<file path="src/hw/isaPkg.sv">
`default_nettype none

package isaPkg;

    localparam int wordW   = 32;                // Data and address width.
    localparam int regIdxW = 5;                 // Register index width.
    localparam int shamtW  = 5;                 // Shift amount width.
    localparam int shamtLsb = 6;                // Shift amount position in the immediate.

    typedef logic [wordW-1:0]   wordT;
    typedef logic [regIdxW-1:0] regIdxT;

    // ALU operation codes, as produced by decode.
    typedef enum logic [3:0] {
        aluAdd  = 4'd0,
        aluSub  = 4'd1,
        aluAnd  = 4'd2,
        aluOr   = 4'd3,
        aluXor  = 4'd4,
        aluNor  = 4'd5,
        aluSlt  = 4'd6,
        aluSltu = 4'd7,
        aluSll  = 4'd8,
        aluSrl  = 4'd9,
        aluSra  = 4'd10,
        aluLui  = 4'd11
    } aluOpT;

    // Branch conditions, resolved in execute.
    typedef enum logic [2:0] {
        brNone   = 3'd0,
        brEq     = 3'd1,
        brNe     = 3'd2,
        brGtz    = 3'd3,
        brLez    = 3'd4,
        brLtz    = 3'd5,
        brGez    = 3'd6,
        brAlways = 3'd7                         // Jump register.
    } brCondT;

    localparam regIdxT zeroReg = '0;            // Hardwired zero register.

endpackage

`default_nettype wire
</file>
<file path="src/hw/pipePkg.sv">
`default_nettype none

package pipePkg;

    import isaPkg::*;

    // Decode bundle held in the ID/EX register.
    typedef struct packed {
        logic       valid;
        wordT       pc;
        wordT       pcPlus4;
        wordT       pcBranch;
        brCondT     brCond;
        wordT       srcA;                       // Register file read of rs.
        wordT       srcB;                       // Register file read of rt.
        wordT       signImm;
        regIdxT     rs;
        regIdxT     rt;
        regIdxT     rd;
        wordT       hiIn;
        wordT       loIn;
        logic [1:0] memToReg;
        logic       memWrite;
        logic       aluSrc;
        logic       regDst;
        logic       regWrite;
        aluOpT      aluOp;
        logic       gprToHi;
        logic       gprToLo;
    } idExT;

    // Execute result held in the EX/MEM register.
    typedef struct packed {
        logic       valid;
        wordT       pc;
        wordT       aluResult;
        wordT       storeData;
        regIdxT     dest;
        logic       regWrite;
        logic [1:0] memToReg;
        logic       memWrite;
        logic       hiWrite;
        logic       loWrite;
        wordT       hiLoData;
    } exMemT;

    // One bypass source from a later stage.
    typedef struct packed {
        logic   regWrite;
        regIdxT dest;
        wordT   data;
    } fwdSrcT;

    typedef struct packed {
        logic taken;
        wordT target;
    } redirectT;

endpackage

`default_nettype wire

</file>
<file path="src/hw/exStage.sv">
`timescale 1ns/1ps
`default_nettype none

module exStage
    import isaPkg::*, pipePkg::*;
(
    input  logic     clk,
    input  logic     rstN,
    input  logic     stall,
    input  logic     flush,
    input  idExT     decodeIn,
    input  fwdSrcT   wbFwd,
    output exMemT    exMemOut,
    output redirectT redirect
);

    idExT   idExQ;
    exMemT  exResult;
    fwdSrcT exFwd;
    wordT   opA;
    wordT   opB;

    pipeReg #(
        .payloadT (idExT)
    ) idExReg_i (
        .clk   (clk),
        .rstN  (rstN),
        .stall (stall),
        .flush (flush),
        .d     (decodeIn),
        .q     (idExQ)
    );

    // Bypass source taken from the registered execute result.
    assign exFwd.regWrite = exMemOut.regWrite;
    assign exFwd.dest     = exMemOut.dest;
    assign exFwd.data     = exMemOut.aluResult;

    forwardUnit forwardUnit_i (
        .rs    (idExQ.rs),
        .rt    (idExQ.rt),
        .readA (idExQ.srcA),
        .readB (idExQ.srcB),
        .exSrc (exFwd),
        .wbSrc (wbFwd),
        .opA   (opA),
        .opB   (opB)
    );

    execUnit execUnit_i (
        .cur      (idExQ),
        .opA      (opA),
        .opB      (opB),
        .result   (exResult),
        .redirect (redirect)
    );

    // A held instruction sends a bubble on instead of a duplicate.
    pipeReg #(
        .payloadT (exMemT)
    ) exMemReg_i (
        .clk   (clk),
        .rstN  (rstN),
        .stall (1'b0),
        .flush (stall),
        .d     (exResult),
        .q     (exMemOut)
    );

endmodule

`default_nettype wire

</file>
<file path="src/hw/execUnit.sv">
`timescale 1ns/1ps
`default_nettype none

module execUnit
    import isaPkg::*, pipePkg::*;
(
    input  idExT     cur,
    input  wordT     opA,
    input  wordT     opB,
    output exMemT    result,
    output redirectT redirect
);

    wordT              aluB;
    logic [shamtW-1:0] shamt;
    wordT              aluOut;
    logic              condMet;
    regIdxT            dest;
    logic              aNeg;
    logic              aZero;

    assign aluB  = cur.aluSrc ? cur.signImm : opB;
    assign shamt = cur.signImm[shamtLsb +: shamtW];
    assign dest  = cur.regDst ? cur.rd : cur.rt;

    always_comb begin
        case (cur.aluOp)
            aluAdd: begin
                aluOut = opA + aluB;
            end
            aluSub: begin
                aluOut = opA - aluB;
            end
            aluAnd: begin
                aluOut = opA & aluB;
            end
            aluOr: begin
                aluOut = opA | aluB;
            end
            aluXor: begin
                aluOut = opA ^ aluB;
            end
            aluNor: begin
                aluOut = ~(opA | aluB);
            end
            aluSlt: begin
                aluOut = wordT'($signed(opA) < $signed(aluB));
            end
            aluSltu: begin
                aluOut = wordT'(opA < aluB);
            end
            aluSll: begin
                aluOut = aluB << shamt;         // Shifts act on operand B.
            end
            aluSrl: begin
                aluOut = aluB >> shamt;
            end
            aluSra: begin
                aluOut = wordT'($signed(aluB) >>> shamt);
            end
            aluLui: begin
                aluOut = {aluB[15:0], 16'h0000};
            end
            default: begin
                aluOut = '0;
            end
        endcase
    end

    // Branch judgement on the forwarded operands.
    assign aNeg  = opA[wordW-1];
    assign aZero = (opA == '0);

    always_comb begin
        case (cur.brCond)
            brEq: begin
                condMet = (opA == opB);
            end
            brNe: begin
                condMet = (opA != opB);
            end
            brGtz: begin
                condMet = !aNeg && !aZero;
            end
            brLez: begin
                condMet = aNeg || aZero;
            end
            brLtz: begin
                condMet = aNeg;
            end
            brGez: begin
                condMet = !aNeg;
            end
            brAlways: begin
                condMet = 1'b1;
            end
            default: begin
                condMet = 1'b0;                 // Not a branch.
            end
        endcase
    end

    assign redirect.taken  = cur.valid && condMet;
    assign redirect.target = (cur.brCond == brAlways) ? opA : cur.pcBranch;

    always_comb begin
        result.valid     = cur.valid;
        result.pc        = cur.pc;
        result.aluResult = aluOut;
        result.storeData = opB;                 // Forwarded rt value.
        result.dest      = dest;
        result.regWrite  = cur.valid && cur.regWrite;
        result.memToReg  = cur.memToReg;
        result.memWrite  = cur.valid && cur.memWrite;
        result.hiWrite   = cur.valid && cur.gprToHi;
        result.loWrite   = cur.valid && cur.gprToLo;
        result.hiLoData  = opA;                 // mthi and mtlo move rs.
    end

endmodule

`default_nettype wire

</file>
<file path="src/hw/forwardUnit.sv">
`timescale 1ns/1ps
`default_nettype none

module forwardUnit
    import isaPkg::*, pipePkg::*;
(
    input  regIdxT rs,
    input  regIdxT rt,
    input  wordT   readA,
    input  wordT   readB,
    input  fwdSrcT exSrc,
    input  fwdSrcT wbSrc,
    output wordT   opA,
    output wordT   opB
);

    // Newest producer first, then writeback, then the decode read.
    function automatic wordT pickOperand(
        input regIdxT idx,
        input wordT   readVal,
        input fwdSrcT ex,
        input fwdSrcT wb
    );
        wordT val;
        val = readVal;
        if (idx != zeroReg) begin
            if (ex.regWrite && ex.dest == idx) begin
                val = ex.data;
            end else if (wb.regWrite && wb.dest == idx) begin
                val = wb.data;
            end
        end
        return val;
    endfunction

    assign opA = pickOperand(rs, readA, exSrc, wbSrc);
    assign opB = pickOperand(rt, readB, exSrc, wbSrc);

endmodule

`default_nettype wire

</file>
<file path="src/hw/pipeReg.sv">
`timescale 1ns/1ps
`default_nettype none

module pipeReg #(
    parameter type payloadT = logic
) (
    input  logic    clk,
    input  logic    rstN,
    input  logic    stall,
    input  logic    flush,
    input  payloadT d,
    output payloadT q
);

    // Flush and reset both empty the stage, flush wins over stall.
    always_ff @(posedge clk) begin
        if (!rstN || flush) begin
            q <= '0;                            // Valid and all write enables drop.
        end else if (!stall) begin
            q <= d;
        end
    end

endmodule

`default_nettype wire

</file>
<file path="config.mk">
export PLATFORM = sky130hd
export DESIGN_NAME = exStage
export DESIGN_NICKNAME = d
export VERILOG_FILES = /design/src/hw/isaPkg.sv /design/src/hw/pipePkg.sv /design/src/hw/exStage.sv /design/src/hw/execUnit.sv /design/src/hw/forwardUnit.sv /design/src/hw/pipeReg.sv
export SDC_FILE = /design/constraint.sdc
export NUM_CORES = 1
export LEC_CHECK = 0
export BUFFER_PORTS_ARGS = -buffer_cell sky130_fd_sc_hd__buf_2
export CAP_MARGIN = 20
export CORE_UTILIZATION = 50
export CTS_CLUSTER_SIZE = 8
export DETAILED_ROUTE_END_ITERATION = 8
export HOLD_SLACK_MARGIN = 0.02
export PLACE_DENSITY = 0.8
export SETUP_SLACK_MARGIN = 0.05
export SYNTH_ARGS = -nofsm -noshare
export SYNTH_HDL_FRONTEND = slang
export SYNTH_HIERARCHICAL = 1
export SYNTH_SLANG_ARGS = --single-unit
</file>
<file path="constraint.sdc">
create_clock -name clk -period 14.8 [get_ports clk]
set_input_delay 2.96 -clock clk [delete_from_list [all_inputs] [get_ports clk]]
set_output_delay 2.96 -clock clk [all_outputs]
set_load 0.01 [all_outputs]
</file>
==> flow_summary.toml <==
[timing]
finalClockSkew_ns = 0.0141
grt_setup_unrepaired = "no"
max_slew_margin_pct = 16.8
min_period_ns = 10.07
period_share_pct = 68.1
drv_slew = 0
worst_pin_slew_ns = 1.22
setup_tns_ns = 0
final.setup.worst_slack_ns = 4.73
finalHoldViolCount = 0
setup_viol = 0
timing.hold.ws_ns = 0.489
fmax_mhz = 99.3

[layout]
layout.cells.most_common = "nor2_1"
area_delta_synth_final_pct = 9.84
nets = 3604
drive_gt1_share_pct = 21.9
most-common-layout-cells = "nor2_1, mux2i_1, buf_2, dfxtp_1, nand2_1"

[power_and_ir_drop]
power_density_nw_per_um2 = 86.5
leakage_nw = 12.7
ir_worst_vdd_mv = 0.0847

[floorplan]
dieHeight_um = 229
core-area_um2 = 50500
die_x_um = 229
die-area_um2 = 52400
io_pins = 502
start_util_pct = 51.0
row_count = 82

[critical_path]
worst_path_most_repeated_cell = "nor2_1"
cp_slowest_cell = "o22ai_1"
cp_cell_sequence = "buf_2 -> xor2_1 -> nor4_1 -> o311ai_4 -> buf_4 -> o22ai_1 -> a2bb2oi_2 -> xor2_1 -> nor4_1 -> nand4_1 -> nor2_1 -> nor2_1 -> nor2_1 -> nor2_1 -> a211oi_1 -> buf_2"
path_max_fanout = 32
cp.required_ns = 11.84
start_kind = "primary input"
worstSetupPathType = "in -> out"
arrival_ns = 7.11
slowest_delay_ns = 0.77
r2r_slack_ns = 7.51
cp-end-kind = "primary output"

[place]
port_buffers = 405
place.gp.congestion = 1.07
hpwl_mm = 80.9
post-place-ws_ns = 5.02

[hold_path]
min_path_type = "reg -> reg"

[route]
drt-total-wl_mm = 110
num_vias = 25500
final_antenna_net_count = 0
drc = 0
drt-initial-drc-count = 3381
vias_per_cell = 6.61
dr.pass1.iters = 8
wl_per_cell_um = 28.5

[clock_tree]
cts_root_buffer = "clkbuf_16"
clk_pin_slew_ns = 0.05
clk_latency_ns = 0.60
hold_buffers = 0
cts_buffers = 47
cts_tree = "yes"
cts.sinks = 331
htree_levels = 2
cts_setup_buffers = 0
clk_path_buf_depth = 3
cts_resized = 0

[flow_run]
drv_cap = 0

[logic_synthesis]
syn_avg_cell_area_um2 = 8.59
synth_fp_nets = 3425
yosysWarnings = 6
syn_area_um2 = 25700
syn_inst = 2996

[global_route]
grt_pass1_wl_mm = 159
grt_pass1_vias = 23800
grt_usage_pct = 40.4
grt_overflow = 0
antenna_found_initial = 18
grt_start_max_net_pins = 141

[outcome]
status = "finished, final reports clean"
[sequential cells by signal (all words and copies together) (netlist names)]
signal / count
idExReg_i/q: 191
exMemReg_i/q: 140
[layer usage]
| layer | up-vias | part of all wire (%) | track usage, % |
|---|---|---|---|
| li1 | 11100 | - | - |
| met2 | 1761 | 43 | 62.0 |
| met3 | 462 | 12 | 12.8 |
| met1 | 12200 | 36 | 48.4 |
| met5 | - | 0.16 | 0.0919 |
| met4 | 26 | 7.6 | 26.5 |
[through the flow]
step | power (mW) | std cells | utilization (%) | cell area (µm²)
after CTS | 2.42 | 3851 | 55.9 | 28200
after floorplan | 1.30 | 2996 | - | 25700
after detailed placement | 1.46 | 3796 | 53.4 | 26900
after global placement | 1.46 | 3796 | 53.4 | 26900
final | 2.44 | 3859 | 56.0 | 28300
after global routing | 2.51 | 3857 | 56.0 | 28300
[critical path, delay by kind of cell]
kind	cells	cell delay [ns]
AO/OA/AOI/OAI	4	1.46
XOR/XNOR	2	0.39
buffers and inverters	3	0.62
AND/OR/NAND/NOR	7	1.63
[report_power, final]
part	total [mW]	internal [mW]	switching [mW]	leakage, nW
registers	0.943	0.915	0.0279	2.69
logic	0.527	0.191	0.336	9.36
clock network	0.973	0.579	0.394	0.625
total	2.44	1.69	0.758	12.7
[layout make-up]
type                            count  area, µm²
Antenna cell                        6       15.0
Clock buffer                       53       1230
Clock inverter                      2       50.0
Fill cell                        4512      22200
Inverter                          106        398
Multi-Input combinational cell   2225      16600
Sequential cell                   331       6640
Tap cell                          672        841
Timing Repair Buffer              464       2480
[worst paths after layout]
path / startpoint / endpoint / depth (start not counted)
max: wbFwd[34] / redirect[32] / 16
min reg2reg: idExReg_i/q[268] / exMemReg_i/q[121] / 2
min: idExReg_i/q[268] / exMemReg_i/q[121] / 2
max reg2reg: idExReg_i/q[89] / exMemReg_i/q[75] / 19
Power figures use the tool's default switching activity.
